**config.mk**
```make
export PLATFORM = sky130hd
export DESIGN_NAME = corebus_response_router
export DESIGN_NICKNAME = d
export VERILOG_FILES = /design/src/design/corebus_pkg.sv /design/src/design/corebus_response_router.sv
export SDC_FILE = /design/constraint.sdc
export NUM_CORES = 1
export LEC_CHECK = 0
export ABC_CLOCK_PERIOD_IN_PS = 1180
export BUFFER_PORTS_ARGS = -buffer_cell sky130_fd_sc_hd__clkbuf_2
export CORE_AREA = 2 2 68 70
export CTS_CLUSTER_DIAMETER = 150
export DETAILED_ROUTE_END_ITERATION = 8
export DIE_AREA = 0 0 70 72
export PLACE_DENSITY = 0.83
export SYNTH_ARGS = -nofsm -noshare
export SYNTH_HDL_FRONTEND = slang
export SYNTH_SLANG_ARGS = --single-unit
```
**constraint.sdc**
```tcl
create_clock -name i_clk -period 1.18 [get_ports i_clk]
set_input_delay 0.118 -clock i_clk [delete_from_list [all_inputs] [get_ports i_clk]]
set_output_delay 0.118 -clock i_clk [all_outputs]
set_load 0.05 [all_outputs]
```
**src/design/corebus_pkg.sv**
```systemverilog
/*
  Shared definitions for the multi-port core bus memory target.
  Bus and memory widths, port count and packed channel widths.
  Command and response type enums.
  Command, write data and response channel structs.
  Memory controller state enum.
*/
package corebus_pkg;
  localparam int PORT_COUNT     = 2;
  localparam int PORT_SEL_WIDTH = 1;  // Width of a port index.

  localparam int ADDR_WIDTH     = 8;  // Word address.
  localparam int MEM_DEPTH      = 64;
  localparam int MEM_ADDR_WIDTH = $clog2(MEM_DEPTH);
  localparam int DATA_WIDTH     = 32;
  localparam int BE_WIDTH       = 4;
  localparam int BYTE_WIDTH     = DATA_WIDTH / BE_WIDTH;
  localparam int ID_WIDTH       = 4;
  localparam int LEN_WIDTH      = 2;  // Beat count minus one.

  typedef enum logic {
    CMD_READ  = 1'b0,
    CMD_WRITE = 1'b1
  } corebus_command_type_e;

  typedef enum logic {
    RESP_READ  = 1'b0,
    RESP_WRITE = 1'b1
  } corebus_response_type_e;

  typedef struct packed {
    corebus_command_type_e  command_type;
    logic [ID_WIDTH-1:0]    id;
    logic [ADDR_WIDTH-1:0]  address;
    logic [LEN_WIDTH-1:0]   length;
  } corebus_command_t;

  typedef struct packed {
    logic [DATA_WIDTH-1:0]  data;
    logic [BE_WIDTH-1:0]    byte_enable;
    logic                   last;
  } corebus_write_data_t;

  typedef struct packed {
    corebus_response_type_e response_type;
    logic [ID_WIDTH-1:0]    id;
    logic [DATA_WIDTH-1:0]  data;
    logic                   error;  // Beat addressed past the end of memory.
    logic                   last;
  } corebus_response_t;

  localparam int COMMAND_WIDTH    = $bits(corebus_command_t);
  localparam int WRITE_DATA_WIDTH = $bits(corebus_write_data_t);
  localparam int RESPONSE_WIDTH   = $bits(corebus_response_t);

  typedef enum logic [2:0] {
    ST_IDLE,
    ST_WRITE,
    ST_READ,
    ST_READ_WAIT,
    ST_RESP
  } corebus_ctrl_state_e;
endpackage

```
**src/design/corebus_response_router.sv**
```systemverilog
/*
  One entry response register.
  Merges read data into the response on load, raises valid on the
  granted port only and frees itself on that port's accept.
*/
`timescale 1ns/1ps
module corebus_response_router (
  input   var logic                                   i_clk,
  input   var logic                                   i_rst,
  input   var logic                                   i_load,
  input   var corebus_pkg::corebus_response_t         i_resp,
  input   var logic [corebus_pkg::DATA_WIDTH-1:0]     i_rdata,
  input   var logic [corebus_pkg::PORT_SEL_WIDTH-1:0] i_grant_index,
  input   var logic [corebus_pkg::PORT_COUNT-1:0]     i_mresp_accept,
  output  var logic                                   o_busy,
  output  var logic [corebus_pkg::PORT_COUNT-1:0]     o_sresp_valid,
  output  var corebus_pkg::corebus_response_t         o_sresp
);
  logic                           valid;
  corebus_pkg::corebus_response_t resp;
  corebus_pkg::corebus_response_t load_resp;

  always_comb begin
    load_resp = i_resp;
    if ((i_resp.response_type == corebus_pkg::RESP_READ) && !i_resp.error) begin
      load_resp.data = i_rdata;
    end
  end

  always_ff @(posedge i_clk) begin
    if (i_rst) begin
      valid <= 1'b0;
    end else if (i_load) begin
      valid <= 1'b1;
    end else if (valid && i_mresp_accept[i_grant_index]) begin
      valid <= 1'b0;
    end
  end

  always_ff @(posedge i_clk) begin
    if (i_load) begin
      resp <= load_resp;
    end
  end

  always_comb begin
    o_sresp_valid = '0;
    if (valid) begin
      o_sresp_valid[i_grant_index] = 1'b1;
    end
    o_sresp = resp;
    o_busy  = valid;
  end
endmodule

```
==> metrics.txt <==
router iterations before antenna repair 4; vias in the first global route roughly 1,300; dpl hpwl 2.87 mm; peak supply drop just over 0.8 mV; post-synthesis cell count 82; Final Critical Period 1.11 ns; Final GP Congestion between 0.7 and 0.8; most common cell after layout, fill and taps aside clkbuf_2; number of max-cap violations 0; number of distinct library cells after synthesis 11; fin util 0.585; largest net degree at the start of global routing 41; Syn Area/Cell approximately 20 um^2; number of fill cells 354; Die Height 72 um; post-synth top area share 0.709; critical path's largest stage delay 0.35 ns; DRC violations left 0; Worst EP required 1.06 ns; status finished, final reports clean; period utilization 0.938; core area 4260 um^2; Setup WS pre-CTS -0.0175 ns; CTS tree done; synthesized area 1650 um^2; CTS Sinks 40; max-slew violation count 0; Cell Pwr Density roughly 1500 nW/um^2; Syn Nets 159; CTS Buffer Depth 2; largest cells by area after synthesis edfxtp_1, mux2_2, clkbuf_8, mux2_4, dfxtp_1; cts bufs inserted 5; worst skew pair latency 0.28 ns; Antenna Nets Post-Route 0; Hold Path Cell Cnt 1; total power 3740 uW; CP cell instances and2_2 -> clkbuf_4; post-CTS setup buffers 0; final WL approximately 3.7 mm; die extent in x 70 um; H-tree depth 2; number of synthesized register bits 40; I/O Buffers 118; Placed Instances 252; CP delay by family, top flip-flops; reg2reg end o_busy; CP Max Fanout 4; GR Overflow Total 0; cell leakage power 0.00113 uW; critical path arrival 0.99 ns; RSZ-0062 raised after global routing no; Starting Density 0.387; CP bufs+invs 1; Area growth, synth to finish 50.9%; GRT Total Usage 0.155; Setup WS post-layout 0.0732 ns; initial antenna violation count 0; Max-slew headroom 0.797; setup TNS 0 ns; HP Class input pin to flop; detailed-route via count 1,212; Nets 288; first-pass GRT wire length 5.87 mm; Clock Skews 0 ns; final setup vio count 0; critical path endpoint category output pin; Critical Path Start Type flop; Worst path slowest cell dfxtp_2; Final Hold Viols 0; io pins 119; Antenna diodes 0; WL/cell 14.1 um; Non-Filler Instances 264; Rows 24; sequential area share after synthesis 0.721; Hold Startpoint i_resp[35]; post-synth top area cell edfxtp_1; Worst-path clk slew 0.08 ns; DR iter-0 viols 41; Worst R2R Path Depth 2; worst slew pin tran between 0.3 and 0.4 ns; Crit Path Class flop to output pin; setup slack, reg-to-reg 0.60 ns; reg2reg start o_busy; synth warn 0; Die ar. 5040 um^2; Via density about 4.6; share of cells above drive strength 1 0.783; achievable clock frequency 904 MHz; hold endpoint o_sresp[35]; root buf cell clkbuf_8; most frequent cells in the layout clkbuf_2, edfxtp_1, mux2_2
[kinds of logic (layout without fill, tap and decap cells)]
logic type             Yosys count  count (layout)  synth area share
flip-flops                      40              40             0.721
AND/OR/NAND/NOR                  4               4            0.0182
multiplexers                    33              33             0.230
buffers and inverters            4             134            0.0273
AO/OA/AOI/OAI                    1               1           0.00379
[cell usage after synthesis]
| master | instances |
|---|---|
| edfxtp_1 | 39 |
| mux2_2 | 31 |
| clkbuf_8 | 3 |
| mux2_4 | 2 |
| and2_1 | 1 |
| dfxtp_1 | 1 |
| inv_1 | 1 |
| nand2b_1 | 1 |
| nor2_4 | 1 |
| nor2b_1 | 1 |
| o22ai_1 | 1 |
[worst max-delay path by stage]
stage / from / end / slack (ns) / cells after the start
4_1_cts: o_busy / o_sresp_valid[0] / 0.01 / 2
3_5_place_dp: i_resp[38] / o_sresp[4] / -0.02 / 4
3_3_place_gp: i_resp[38] / o_sresp[29] / 0.02 / 4
2_1_floorplan: o_busy / o_sresp_valid[0] / 0.001 / 1
6_report: o_busy / o_sresp_valid[1] / 0.07 / 2
5_1_grt: o_busy / o_sresp_valid[1] / 0.03 / 2
[flip-flops by register name (all words and copies together) (netlist names)]
name	count
o_sresp	39
o_busy	1
[routing by layer]
layer | GRT usage | up-vias | part of all wire
li1 | - | 576 | -
met3 | 0.0431 | 9 | 0.086
met2 | 0.290 | 74 | 0.56
met4 | 0.0833 | 0 | 0.024
met5 | 0 | - | 0
met1 | 0.155 | 553 | 0.33
[metrics by stage]
step | hold WS, ns | instance area [um^2]
finish | 0.0233 | 2490
global route | 0.0118 | 2490
CTS | 0.0101 | 2490
detailed placement | 0.297 | 2330
global placement | 0.296 | 2330
floorplan | 0.217 | 1660
[power breakdown]
part / switching [uW] / total, uW / internal [uW]
Combinational: 612 / 900 / 288
Sequential: 34.3 / 1740 / 1700
Clock: 471 / 1100 / 626
Total: 1120 / 3740 / 2620
[layout make-up]
class	instances	area, um^2	share of cell area
multi-input cells	38	424	0.170
clock buffers	5	68.8	0.0276
repair buffers	125	696	0.279
well taps	52	65.1	0.0261
inverters	1	3.75	0.00151
flip-flops and latches	40	1190	0.478
clock inverters	3	42.5	0.0171
[what timing repair did]
item	4_1_cts	5_1_grt
endpoints found under the hold margin	4	0
hold buffers	4	0
resized for setup	2	2
pin swaps	0	0
endpoints found under the setup margin	2	2
cloned	0	0
(Power assumes the default switching activity.)
