File: config.mk
export PLATFORM = sky130hd
export DESIGN_NAME = corebus_memory_array
export DESIGN_NICKNAME = d
export VERILOG_FILES = /design/src/design/corebus_pkg.sv /design/src/design/corebus_memory_array.sv
export SDC_FILE = /design/constraint.sdc
export NUM_CORES = 2
export LEC_CHECK = 0
export ABC_CLOCK_PERIOD_IN_PS = 5320
export BUFFER_PORTS_ARGS = -buffer_cell sky130_fd_sc_hd__buf_4
export CAP_MARGIN = 30
export CORE_MARGIN = 2
export CORE_UTILIZATION = 45
export DETAILED_ROUTE_END_ITERATION = 8
export HOLD_SLACK_MARGIN = 0.08
export MAX_ROUTING_LAYER = met4
export SETUP_SLACK_MARGIN = 0.3
export SLEW_MARGIN = 20
export SYNTH_ARGS = -nofsm -noshare
export SYNTH_HDL_FRONTEND = slang
export SYNTH_SLANG_ARGS = --single-unit
File: constraint.sdc
create_clock -name i_clk -period 5.32 [get_ports i_clk]
set_clock_uncertainty 0.05 [all_clocks]
set_input_delay 0.798 -clock i_clk [delete_from_list [all_inputs] [get_ports i_clk]]
set_output_delay 0.798 -clock i_clk [all_outputs]
set_load 0.02 [all_outputs]
File: src/design/corebus_pkg.sv
/*
  Shared definitions for the multi-port core bus memory target.
  Bus and memory widths, port count and packed channel widths.
  Command and response type enums.
  Command, write data and response channel structs.
  Memory controller state enum.
*/
package corebus_pkg;
  localparam int PORT_COUNT     = 2;
  localparam int PORT_SEL_WIDTH = 1;  // Width of a port index.

  localparam int ADDR_WIDTH     = 8;  // Word address.
  localparam int MEM_DEPTH      = 64;
  localparam int MEM_ADDR_WIDTH = $clog2(MEM_DEPTH);
  localparam int DATA_WIDTH     = 32;
  localparam int BE_WIDTH       = 4;
  localparam int BYTE_WIDTH     = DATA_WIDTH / BE_WIDTH;
  localparam int ID_WIDTH       = 4;
  localparam int LEN_WIDTH      = 2;  // Beat count minus one.

  typedef enum logic {
    CMD_READ  = 1'b0,
    CMD_WRITE = 1'b1
  } corebus_command_type_e;

  typedef enum logic {
    RESP_READ  = 1'b0,
    RESP_WRITE = 1'b1
  } corebus_response_type_e;

  typedef struct packed {
    corebus_command_type_e  command_type;
    logic [ID_WIDTH-1:0]    id;
    logic [ADDR_WIDTH-1:0]  address;
    logic [LEN_WIDTH-1:0]   length;
  } corebus_command_t;

  typedef struct packed {
    logic [DATA_WIDTH-1:0]  data;
    logic [BE_WIDTH-1:0]    byte_enable;
    logic                   last;
  } corebus_write_data_t;

  typedef struct packed {
    corebus_response_type_e response_type;
    logic [ID_WIDTH-1:0]    id;
    logic [DATA_WIDTH-1:0]  data;
    logic                   error;  // Beat addressed past the end of memory.
    logic                   last;
  } corebus_response_t;

  localparam int COMMAND_WIDTH    = $bits(corebus_command_t);
  localparam int WRITE_DATA_WIDTH = $bits(corebus_write_data_t);
  localparam int RESPONSE_WIDTH   = $bits(corebus_response_t);

  typedef enum logic [2:0] {
    ST_IDLE,
    ST_WRITE,
    ST_READ,
    ST_READ_WAIT,
    ST_RESP
  } corebus_ctrl_state_e;
endpackage

File: src/design/corebus_memory_array.sv
/*
  Single port storage, MEM_DEPTH words of DATA_WIDTH bits.
  Byte enabled writes and a registered read.
*/
`timescale 1ns/1ps
module corebus_memory_array (
  input   var logic                                   i_clk,
  input   var logic                                   i_write,
  input   var logic                                   i_read,
  input   var logic [corebus_pkg::MEM_ADDR_WIDTH-1:0] i_addr,
  input   var logic [corebus_pkg::DATA_WIDTH-1:0]     i_wdata,
  input   var logic [corebus_pkg::BE_WIDTH-1:0]       i_be,
  output  var logic [corebus_pkg::DATA_WIDTH-1:0]     o_rdata
);
  logic [corebus_pkg::DATA_WIDTH-1:0] mem [corebus_pkg::MEM_DEPTH];

  always_ff @(posedge i_clk) begin
    if (i_write) begin
      for (int b = 0; b < corebus_pkg::BE_WIDTH; b++) begin
        if (i_be[b]) begin
          mem[i_addr][b*corebus_pkg::BYTE_WIDTH+:corebus_pkg::BYTE_WIDTH] <=
            i_wdata[b*corebus_pkg::BYTE_WIDTH+:corebus_pkg::BYTE_WIDTH];
        end
      end
    end
  end

  // Data is ready in the cycle after the read.
  always_ff @(posedge i_clk) begin
    if (i_read) begin
      o_rdata <= mem[i_addr];
    end
  end
endmodule

==> summary.md <==
| Metric | Value |
|---|---|
| Outcome | completed |
| Initial Util | a little under half |
| Part of the power in the clock network | between 40% and 50% |
| CTS clock-pin slew for the worst setup and hold paths | about 0.060 ns |
| Reg2reg end | o_rdata[24] |
| Critical path, cell by cell | buf_8, buf_4, buf_4, nand3_1, nor2_1 |
| Via density | about 6.7 |
| Crit path to | mem[6][29] |
| Layout cells sized above 1 | a little over an eighth |
| Crit path from | i_addr[2] |
| Nature of the critical path startpoint | primary input |
| Area Overhead vs Synth | 12.5% |
| Multi-input gate area | around 0.015 mm2 |
| Global Route Usage Sum | between 20 and 30% |
| Count of buffers from port buffering | between 70 and 80 |
| Post-detailed-route DRC marker count | 0 |
| Max Clk Rate | 283 MHz |
| Post-cts resize count | 0 |
| Setup tns final | 0 ns |
| Die W | 424 um |
| Final-report max-slew violation count | 0 |
| Setup Buffers After CTS | 0 |
| Clock buffer count from CTS | roughly 200 |
| Worst slew margin | 31.6% |
| CP arrival | ~3.9 ns |
| Vias in the first global route | 46,086 |
| Minimum clock period | 3.53 ns |
| Reg area | 0.0625 mm2 |
| Period utilization | 66.4% |
| Via count | around 48,000 |
| Global route overflow | 0 |
| Top_reg_cell synth | edfxtp_1 |
| Antenna violations before repair | 31 |
| Post-synthesis sequential area ratio | between 70% and 80% |
| Synthesized area per cell | roughly 17 um2 |
| Area leader, netlist | edfxtp_1 |
| Post-CTS Hold Fix Bufs | 0 |
| Routability cong. | 0.896 |
| DRT iter0 DRCs | 7,624 |
| Number of setup violations in the final report | 0 |
| Fin nets | about 4,800 |
| NetSw | a little under 8 mW |
| First-pass DRT Iterations | 6 |
| H-Tree Level Count | 4 |
| Switch share | roughly 23% |
| Area contributors post-synth | edfxtp_1 (79%), a221oi_1 (5.4%), a22oi_1 (2.8%) |
| Fin util | slightly above 50% |
| Pleak | 27.5 nW |
| Critical path type | primary input to flip-flop |
| Final WL | between 200 and 300 mm |
| Crit-path max FO | 54 |
| Part of the power in registers | 53.8% |
| Die H | around 420 um |
| Fillers | roughly 14,000 |
| Top cells by count, synth | edfxtp_1 (2,080), nor2_1 (509), a221oi_1 (493), a22oi_1 (291), clkbuf_1 (171) |
| Area share of the largest cell type after synthesis | slightly below 80% |
| VDD IR max | between 300 and 400 uV |
| Number of synthesized register bits | between 2,000 and 2,500 |
| Slowest-stage cell, CP | nor2_1 |
| Comb pwr share | 6.0% |
| Hold crit path type | primary input to flip-flop |
| Pwr Density | between 300 and 400 mW/mm2 |
| Worst r2r src | mem[55][24] |
| Worst reg2reg setup slack | between 2 and 3 ns |
| Post-route ant nets | 0 |
| DP HPWL | around 160 mm |
| Final hold violation count | 0 |
| Warnings, synthesis | 0 |
| CP required | 5.73 ns |
| Wire per inst | ~36 um |
| Pin count of the biggest net entering global routing | roughly 100 |
| CP dominant cell by count | buf_4 |
| Full die area | roughly 0.18 mm2 |
| # IOs | between 70 and 80 |
| Mapped Cells | roughly 4,600 |
| Post-synthesis cell area | approximately 0.079 mm2 |
| Slew @ Worst Pin | a little over 1 ns |
| Slowest stage delay, CP | a little under 1 ns |
| Max Root-Sink Buffers | 3 |
| Setup crit end kind | flip-flop |
| Clock Sinks | 2,080 |
| Synth unique cells | between 50 and 60 |
| Max-Cap Viols | 0 |
| Clk_lat worst skew | 0.86 ns |
| First-pass GRT wire length | ~370 mm |
| R2r worst-path depth | 5 |
| EDFF count, synth | roughly 2,100 |
| Row cnt | ~150 |
| CTS tree | done |
| RSZ-0062 raised after global routing | false |
| Std-Cell Core Area | around 0.18 mm2 |
| Syn Nets | ~4,700 |
| Post-synth ARST share | 0% |
| Root Buffer | clkbuf_16 |
| Cell internal pwr | 26.1 mW |
| Most frequent cell after synthesis | edfxtp_1 |
## cells in the final DEF (no fill, tap or decap), drive strengths merged, types with 10 or more instances in the layout
| master | Yosys | routed |
|---|---|---|
| a211o | 13 | 13 |
| a21oi | 63 | 63 |
| a221oi | 493 | 493 |
| a22oi | 291 | 291 |
| buf | 201 | 254 |
| clkbuf | 171 | 264 |
| clkinv | 1 | 94 |
| diode | 0 | 17 |
| edfxtp | 2080 | 2080 |
| mux2 | 76 | 76 |
| mux2i | 92 | 92 |
| mux4 | 42 | 42 |
| nand2 | 82 | 82 |
| nand3 | 28 | 28 |
| nand4 | 17 | 17 |
| nor2 | 509 | 509 |
| nor3 | 57 | 57 |
| o21ai | 127 | 127 |
| o221ai | 20 | 20 |
| o22a | 14 | 14 |
| o22ai | 135 | 135 |
| o32ai | 17 | 17 |
| or4 | 10 | 10 |
## stage by stage
stage	area (um2)	setup slack, ns	cells	total power [mW]	hold WS [ns]
finish	89300	1.79	7259	33.8	0.489
global route	89300	1.77	7254	34.6	0.505
CTS	89200	1.92	7241	33.9	0.468
detailed placement	83000	1.02	6868	20.6	0.683
global placement	83000	1.10	6867	20.5	0.675
floorplan	79400	2.33	4646	19.4	0.605
## power by group through the flow
stage | Combinational [mW] | Clock (mW) | Sequential [mW]
global placement | 1.98 | 0 | 18.6
detailed placement | 1.99 | 0 | 18.6
floorplan | 0.894 | 0 | 18.5
CTS | 2.00 | 13.7 | 18.2
finish | 2.03 | 13.6 | 18.2
global route | 2.09 | 14.3 | 18.2
## area by class of cell
class                           instances  share of cell area (%)
Clock buffer                          263                    6.04
Timing Repair Buffer                  255                    2.60
Inverter                                3                  0.0294
Tap cell                             2340                    3.28
Sequential cell                      2080                    70.0
Multi-Input combinational cell       2191                    17.2
Clock inverter                        110                   0.873
Antenna cell                           17                  0.0477
## kinds of logic after synthesis
| group | Yosys count | synth area share (%) |
|---|---|---|
| DFF | 2080 | 78.7 |
| AOI/OAI and AO/OA | 1219 | 11.6 |
| and+or+nand+nor | 762 | 4.09 |
| buffers and inverters | 375 | 2.15 |
| muxes | 210 | 3.43 |
## critical path, delay by kind of cell
| kind | cells | cell delay [ns] |
|---|---|---|
| buffers and inverters | 3 | 1.31 |
| AND/OR/NAND/NOR | 2 | 1.68 |
## state kept, by name, summed over array words and instances, names as in the netlist
register  flops
o_rdata      32
mem        2048
## worst min-delay path by stage
stage	start	end	slack, ns	cells after the start
after floorplan	mem[51][15]	o_rdata[15]	0.60	4
after global placement	mem[45][27]	o_rdata[27]	0.67	3
after detailed placement	mem[45][27]	o_rdata[27]	0.68	3
after CTS	i_wdata[31]	mem[1][31]	0.47	1
after global routing	i_read	o_rdata[13]	0.51	1
final	i_wdata[26]	mem[50][26]	0.49	1
## routing by layer
layer / GRT usage (%) / part of all wire, % / up-vias
li1: - / - / 19444
met1: 40.5 / 39 / 25150
met2: 43.6 / 46 / 3314
met3: 5.64 / 11 / 510
met4: 12.2 / 4.5 / 0
met5: - / 0 / -
(Power assumes the default switching activity.)
