File: src/design/corebus_pkg.sv
/*
  Shared definitions for the multi-port core bus memory target.
  Bus and memory widths, port count and packed channel widths.
  Command and response type enums.
  Command, write data and response channel structs.
  Memory controller state enum.
*/
package corebus_pkg;
  localparam int PORT_COUNT     = 2;
  localparam int PORT_SEL_WIDTH = 1;  // Width of a port index.

  localparam int ADDR_WIDTH     = 8;  // Word address.
  localparam int MEM_DEPTH      = 64;
  localparam int MEM_ADDR_WIDTH = $clog2(MEM_DEPTH);
  localparam int DATA_WIDTH     = 32;
  localparam int BE_WIDTH       = 4;
  localparam int BYTE_WIDTH     = DATA_WIDTH / BE_WIDTH;
  localparam int ID_WIDTH       = 4;
  localparam int LEN_WIDTH      = 2;  // Beat count minus one.

  typedef enum logic {
    CMD_READ  = 1'b0,
    CMD_WRITE = 1'b1
  } corebus_command_type_e;

  typedef enum logic {
    RESP_READ  = 1'b0,
    RESP_WRITE = 1'b1
  } corebus_response_type_e;

  typedef struct packed {
    corebus_command_type_e  command_type;
    logic [ID_WIDTH-1:0]    id;
    logic [ADDR_WIDTH-1:0]  address;
    logic [LEN_WIDTH-1:0]   length;
  } corebus_command_t;

  typedef struct packed {
    logic [DATA_WIDTH-1:0]  data;
    logic [BE_WIDTH-1:0]    byte_enable;
    logic                   last;
  } corebus_write_data_t;

  typedef struct packed {
    corebus_response_type_e response_type;
    logic [ID_WIDTH-1:0]    id;
    logic [DATA_WIDTH-1:0]  data;
    logic                   error;  // Beat addressed past the end of memory.
    logic                   last;
  } corebus_response_t;

  localparam int COMMAND_WIDTH    = $bits(corebus_command_t);
  localparam int WRITE_DATA_WIDTH = $bits(corebus_write_data_t);
  localparam int RESPONSE_WIDTH   = $bits(corebus_response_t);

  typedef enum logic [2:0] {
    ST_IDLE,
    ST_WRITE,
    ST_READ,
    ST_READ_WAIT,
    ST_RESP
  } corebus_ctrl_state_e;
endpackage

File: src/design/corebus_memory_controller.sv
/*
  Memory controller FSM.
  Accepts the granted command, walks its beats, drives the memory
  port and hands one response per beat (one per write burst) to
  the response router. Out of range beats set the error flag.
*/
`timescale 1ns/1ps
module corebus_memory_controller (
  input   var logic                                   i_clk,
  input   var logic                                   i_rst,
  input   var logic                                   i_request,
  input   var corebus_pkg::corebus_command_t          i_command,
  input   var logic                                   i_mdata_valid,
  input   var corebus_pkg::corebus_write_data_t       i_mdata,
  input   var logic                                   i_resp_busy,
  output  var logic                                   o_cmd_accept,
  output  var logic                                   o_data_accept,
  output  var logic                                   o_release,
  output  var logic                                   o_mem_write,
  output  var logic                                   o_mem_read,
  output  var logic [corebus_pkg::MEM_ADDR_WIDTH-1:0] o_mem_addr,
  output  var logic [corebus_pkg::DATA_WIDTH-1:0]     o_mem_wdata,
  output  var logic [corebus_pkg::BE_WIDTH-1:0]       o_mem_be,
  output  var logic                                   o_resp_load,
  output  var corebus_pkg::corebus_response_t         o_resp
);
  corebus_pkg::corebus_ctrl_state_e     state;
  logic [corebus_pkg::LEN_WIDTH-1:0]    beat_count;
  logic                                 error_sticky;
  int                                   beat_sum;
  logic                                 beat_error;
  logic                                 beat_last;
  logic                                 read_issue;

  assign beat_sum   = int'(i_command.address) + int'(beat_count);
  assign beat_error = beat_sum >= corebus_pkg::MEM_DEPTH;
  assign beat_last  = beat_count == i_command.length;
  assign read_issue = (state == corebus_pkg::ST_READ) && !i_resp_busy;

  always_comb begin
    o_data_accept = (state == corebus_pkg::ST_WRITE) && i_mdata_valid;
    o_mem_write   = o_data_accept && !beat_error;
    o_mem_read    = read_issue && !beat_error;  // Bad beats return zero.
    o_mem_addr    = beat_sum[corebus_pkg::MEM_ADDR_WIDTH-1:0];
    o_mem_wdata   = i_mdata.data;
    o_mem_be      = i_mdata.byte_enable;
    // Last response must be taken before the grant moves on.
    o_release     = (state == corebus_pkg::ST_RESP) && !o_resp_load && !i_resp_busy;
  end

  always_ff @(posedge i_clk) begin
    if (i_rst) begin
      state        <= corebus_pkg::ST_IDLE;
      o_cmd_accept <= 1'b0;
      o_resp_load  <= 1'b0;
      beat_count   <= '0;
      error_sticky <= 1'b0;
    end else begin
      case (state)
        corebus_pkg::ST_IDLE: begin
          if (o_cmd_accept) begin
            o_cmd_accept <= 1'b0;
            beat_count   <= '0;
            error_sticky <= 1'b0;
            if (i_command.command_type == corebus_pkg::CMD_WRITE) begin
              state <= corebus_pkg::ST_WRITE;
            end else begin
              state <= corebus_pkg::ST_READ;
            end
          end else if (i_request) begin
            o_cmd_accept <= 1'b1;  // One cycle pulse.
          end
        end
        corebus_pkg::ST_WRITE: begin
          if (i_mdata_valid) begin
            beat_count   <= beat_count + 1'b1;
            error_sticky <= error_sticky | beat_error;
            if (i_mdata.last) begin
              o_resp_load <= 1'b1;
              state       <= corebus_pkg::ST_RESP;
            end
          end
        end
        corebus_pkg::ST_READ: begin
          if (read_issue) begin
            o_resp_load <= 1'b1;  // Lines up with the registered read data.
            state       <= corebus_pkg::ST_READ_WAIT;
          end
        end
        corebus_pkg::ST_READ_WAIT: begin
          o_resp_load <= 1'b0;
          beat_count  <= beat_count + 1'b1;
          state       <= o_resp.last ? corebus_pkg::ST_RESP : corebus_pkg::ST_READ;
        end
        corebus_pkg::ST_RESP: begin
          o_resp_load <= 1'b0;
          if (o_release) begin
            state <= corebus_pkg::ST_IDLE;
          end
        end
        default: state <= corebus_pkg::ST_IDLE;
      endcase
    end
  end

  // Data field stays zero here and is filled by the router.
  always_ff @(posedge i_clk) begin
    if ((state == corebus_pkg::ST_WRITE) && i_mdata_valid && i_mdata.last) begin
      o_resp.response_type <= corebus_pkg::RESP_WRITE;
      o_resp.id            <= i_command.id;
      o_resp.data          <= '0;
      o_resp.error         <= error_sticky | beat_error;
      o_resp.last          <= 1'b1;
    end else if (read_issue) begin
      o_resp.response_type <= corebus_pkg::RESP_READ;
      o_resp.id            <= i_command.id;
      o_resp.data          <= '0;
      o_resp.error         <= beat_error;
      o_resp.last          <= beat_last;
    end
  end
endmodule

File: config.mk
export PLATFORM = sky130hd
export DESIGN_NAME = corebus_memory_controller
export DESIGN_NICKNAME = d
export VERILOG_FILES = /design/src/design/corebus_pkg.sv /design/src/design/corebus_memory_controller.sv
export SDC_FILE = /design/constraint.sdc
export NUM_CORES = 1
export LEC_CHECK = 0
export BUFFER_PORTS_ARGS = -buffer_cell sky130_fd_sc_hd__clkbuf_2
export CAP_MARGIN = 5
export CELL_PAD_IN_SITES_DETAIL_PLACEMENT = 1
export CELL_PAD_IN_SITES_GLOBAL_PLACEMENT = 2
export CORE_MARGIN = 4
export CORE_UTILIZATION = 15
export DETAILED_ROUTE_END_ITERATION = 16
export PLACE_DENSITY_LB_ADDON = 0.15
export SLEW_MARGIN = 10
export SYNTH_ARGS = -nofsm -noshare
export SYNTH_HDL_FRONTEND = slang
export SYNTH_SLANG_ARGS = --single-unit
File: constraint.sdc
create_clock -name i_clk -period 2.7 [get_ports i_clk]
set_clock_uncertainty 0.15 [all_clocks]
set_input_delay 0.675 -clock i_clk [delete_from_list [all_inputs] [get_ports i_clk]]
set_output_delay 0.675 -clock i_clk [all_outputs]
set_load 0.01 [all_outputs]
==> key figures <==
Status
  • Status: complete, but fails checks
  • Failing checks: negative setup slack

Logic synthesis
  • Multiplexer area fraction after synthesis: between 1.5 and 2%
  • Simple-gate share of the synthesized area: around 17%
  • XOR/XNOR Fraction of Synth Area: around 3.7%
  • Syn. warnings: 0
  • Compound-Gate Fraction of Synth Area: between 10% and 20%
  • Synthesized instance count: approximately 180
  • Yosys reg bits: 15
  • Synthesized area: roughly 0.0014 sq mm
  • Post-synthesis sequential area ratio: around 25%
  • Synth Area in Adders: 3.191%
  • Syn avg cell area: roughly 8 sq um
  • Cell variety after synth: 38
  • Largest family of logic cells by synthesized area: buffers and inverters

Floorplan
  • Site Rows: 35
  • Die W: 105 um
  • Die ar.: ~0.011 sq mm
  • Initial Util: 15.35%
  • Die span in y: roughly 110 um
  • I/O Pins: roughly 140
  • Core area: a little over 0.009 sq mm

Layout
  • Most frequent cells in the layout: clkbuf_2, conb_1, nand2_1, buf_4, nor2_1
  • Final core utilization: roughly 17%
  • Fillers: roughly 1100
  • P&R area growth vs syn: 8.776%
  • # diodes: 0
  • Fraction of layout cells with a size suffix above 1: approximately 34%
  • Post-Layout Cell Count: between 300 and 400
  • Nets: roughly 250
  • Commonest non-fill, non-tap cell in the layout: clkbuf_2

Timing
  • Minimum clock period: roughly 2.8 ns
  • Slew HR: 63.20%
  • Setup violation total in the final timing report: 2
  • Fmax: 0.3547 GHz
  • Fin. max-slew vios: 0
  • Post-route setup slack: -0.1191 ns
  • Final Cycle Share: 104.4%
  • RSZ-0062 raised after global routing: yes
  • Fin. Hold Viols: 0
  • Tightest Pin Transition: 0.5499 ns

Worst setup path
  • Critical path class: in -> out
  • Crit Path Max Fanout: 3
  • Worst Reg-to-Reg Cells: 9
  • FF-to-FF Start: beat_count[0]$_SDFFE_PP0P_
  • Crit start category: input pin
  • Critical Path Sink Type: output port
  • CP arrival: between 1.5 and 2 ns
  • Req. time, crit path: approximately 1.9 ns
  • Reg-to-Reg End: o_resp[1]$_DFFE_PP_
  • R2R Setup Slk: 0.51 ns

Power
  • Pwr dens: roughly 430 mW/mm^2
  • Worst vdd ir: approximately 180 uV
  • Leak pwr: around 0.70 nW

Job
  • Maxcap violations: 0

Routing
  • Number of nets still failing antenna checks after routing: 0
  • 1st-iter DRT viols: 12
  • DRC viols: 0
  • Post-DR vias/cell: around 3.4
  • Vias: just over 1000
  • WL final: 3494 um
  • WL per Instance: about 12 um
  • DR pass1 iterations: 4

Global route
  • Initial antenna violation count: 0
  • Global-route wire length before repair: 5568 um
  • Number of global-route vias before repair: 1067
  • Largest net degree at the start of global routing: 15
  • GR Overflow Total: 0
  • Overall routing resource usage: around 6.3%

Place
  • GPL Wtd Cong: 0.6587
  • DP HPWL: 2807 um
  • DP Cell Count: just under 300
  • Port buffer count: 39

Clock tree
  • Root Buffer: clkbuf_8
  • Largest buffer count on any clock path: 2
  • H-tree levels: 1
  • Clk sink count: 15
  • Clock Latency Late Sink: 0.25 ns
  • Hold buffers post-CTS: 0
  • CTS Buf Count: 3
  • CTS tree: done
  • CTS clk-pin slew, worst paths: around 0.060 ns

Min path
  • Hold Path Stages: 2
  • Hold path endpoint: o_resp[38]$_SDFFE_PP1P_
  • Hold Crit Start: o_resp[38]$_SDFFE_PP1P_
  • HP Class: reg -> reg
worst max-delay path, stage by stage:
cell and delay, ns:
buf_6 0.10, ha_4 0.15, buf_4 0.12, buf_4 0.12, a21o_1 0.18, nor4_4 0.35
nor2_4 0.07, nor2_2 0.09, buf_2 0.14
worst max-delay path by stage:
stage,startpoint,endpoint,slack (ns),cells past startpoint
global placement,i_command[2],o_mem_write,-0.20,9
CTS,i_command[2],o_mem_read,-0.21,9
finish,i_command[2],o_mem_write,-0.12,9
detailed placement,i_command[2],o_mem_write,-0.23,9
floorplan,i_command[2],o_mem_read,0.04,7
global route,i_command[2],o_mem_read,-0.20,9
registers in the layout, summed over array words and instances, names as in the netlist:
| signal | count |
|---|---|
| o_resp | 7 |
| state | 3 |
| beat_count | 2 |
| error_sticky | 1 |
| o_cmd_accept | 1 |
| o_resp_load | 1 |
repair_timing:
action / 4_1_cts / 5_1_grt
setup endpoints to repair: 3 / 5
setup buffers: 1 / 1
gates resized for setup: 5 / 9
pin swaps: 5 / 7
cell families (layout without fill, tap and decap cells):
kind of cell,after synthesis,in the layout
xor+xnor,6,6
simple gates,49,49
buf+inv,78,61
other cells,1,32
compound gates,22,22
mux,2,2
flops,15,15
fa+ha+maj,3,3
cell usage after synthesis (all sizes together):
cell     number  area [sq um]
a31oi         1         6.260
a2111oi       1         8.760
nor3b         1         7.510
mux2i         1         10.01
a221oi        1         8.760
nand2        13         48.80
a311oi        1         8.760
nor2b         5         31.28
conb          1         3.750
o2bb2ai       1         8.760
nor3          3         15.01
nor4          2         12.51
inv           6         22.52
or3b          1         8.760
xnor2         3         26.28
clkbuf        1         3.750
a21oi         3         15.01
nor2         15         56.30
edfxtp        5         150.1
dfxtp        10         200.2
a211oi        2         15.01
mux2          1         11.26
nand3         1         5.000
xor2          3         26.28
o21a          3         22.52
and2          4         25.02
fa            1         20.02
buf          71         524.3
or3           1         6.260
o21ai         4         20.02
nand2b        3         18.77
o311ai        1         8.760
o31ai         1         7.510
ha            2         25.02
a21o          2         15.01
o211ai        1         7.510
per-layer routing:
| layer | wire length, um | vias up | track usage (%) |
|---|---|---|---|
| met3 | 328 | 4 | 2.903 |
| met1 | 1409 | 471 | 6.879 |
| met4 | 20 | 0 | 1.406 |
| met2 | 1735 | 45 | 11.27 |
| li1 | - | 503 | - |
| met5 | 0 | - | 0 |
metrics by stage:
stage                     worst slack, ns  hold WS [ns]  area, sq um  TNS [ns]  power (mW)
after floorplan                   0.04254        0.2796         1544         0      0.4860
after global placement            -0.1959        0.2855         1425   -0.4306      0.4851
after detailed placement          -0.2327        0.2875         1425   -0.4944      0.4835
after CTS                         -0.2148        0.2991         1499   -0.4337      0.6844
after global routing              -0.1954        0.3523         1535   -0.4034      0.7250
final                             -0.1191        0.2932         1535   -0.2321      0.6671
area by class of cell:
type / instances / area (sq um) / share of cell area [%]
inverter: 6 / 22.52 / 1.467
sequential: 15 / 350.3 / 22.82
timing repair buffer: 51 / 291.5 / 18.99
tap: 111 / 138.9 / 9.046
multi-input combinational: 114 / 686.9 / 44.74
clock buffer: 4 / 45.04 / 2.934
power by group:
group	internal, mW	switching, mW	total [mW]
sequential	0.261	0.0217	0.283
combinational	0.0808	0.116	0.196
clock	0.105	0.0833	0.188
total	0.446	0.221	0.667
No activity file was read; power rests on OpenSTA's default activity.
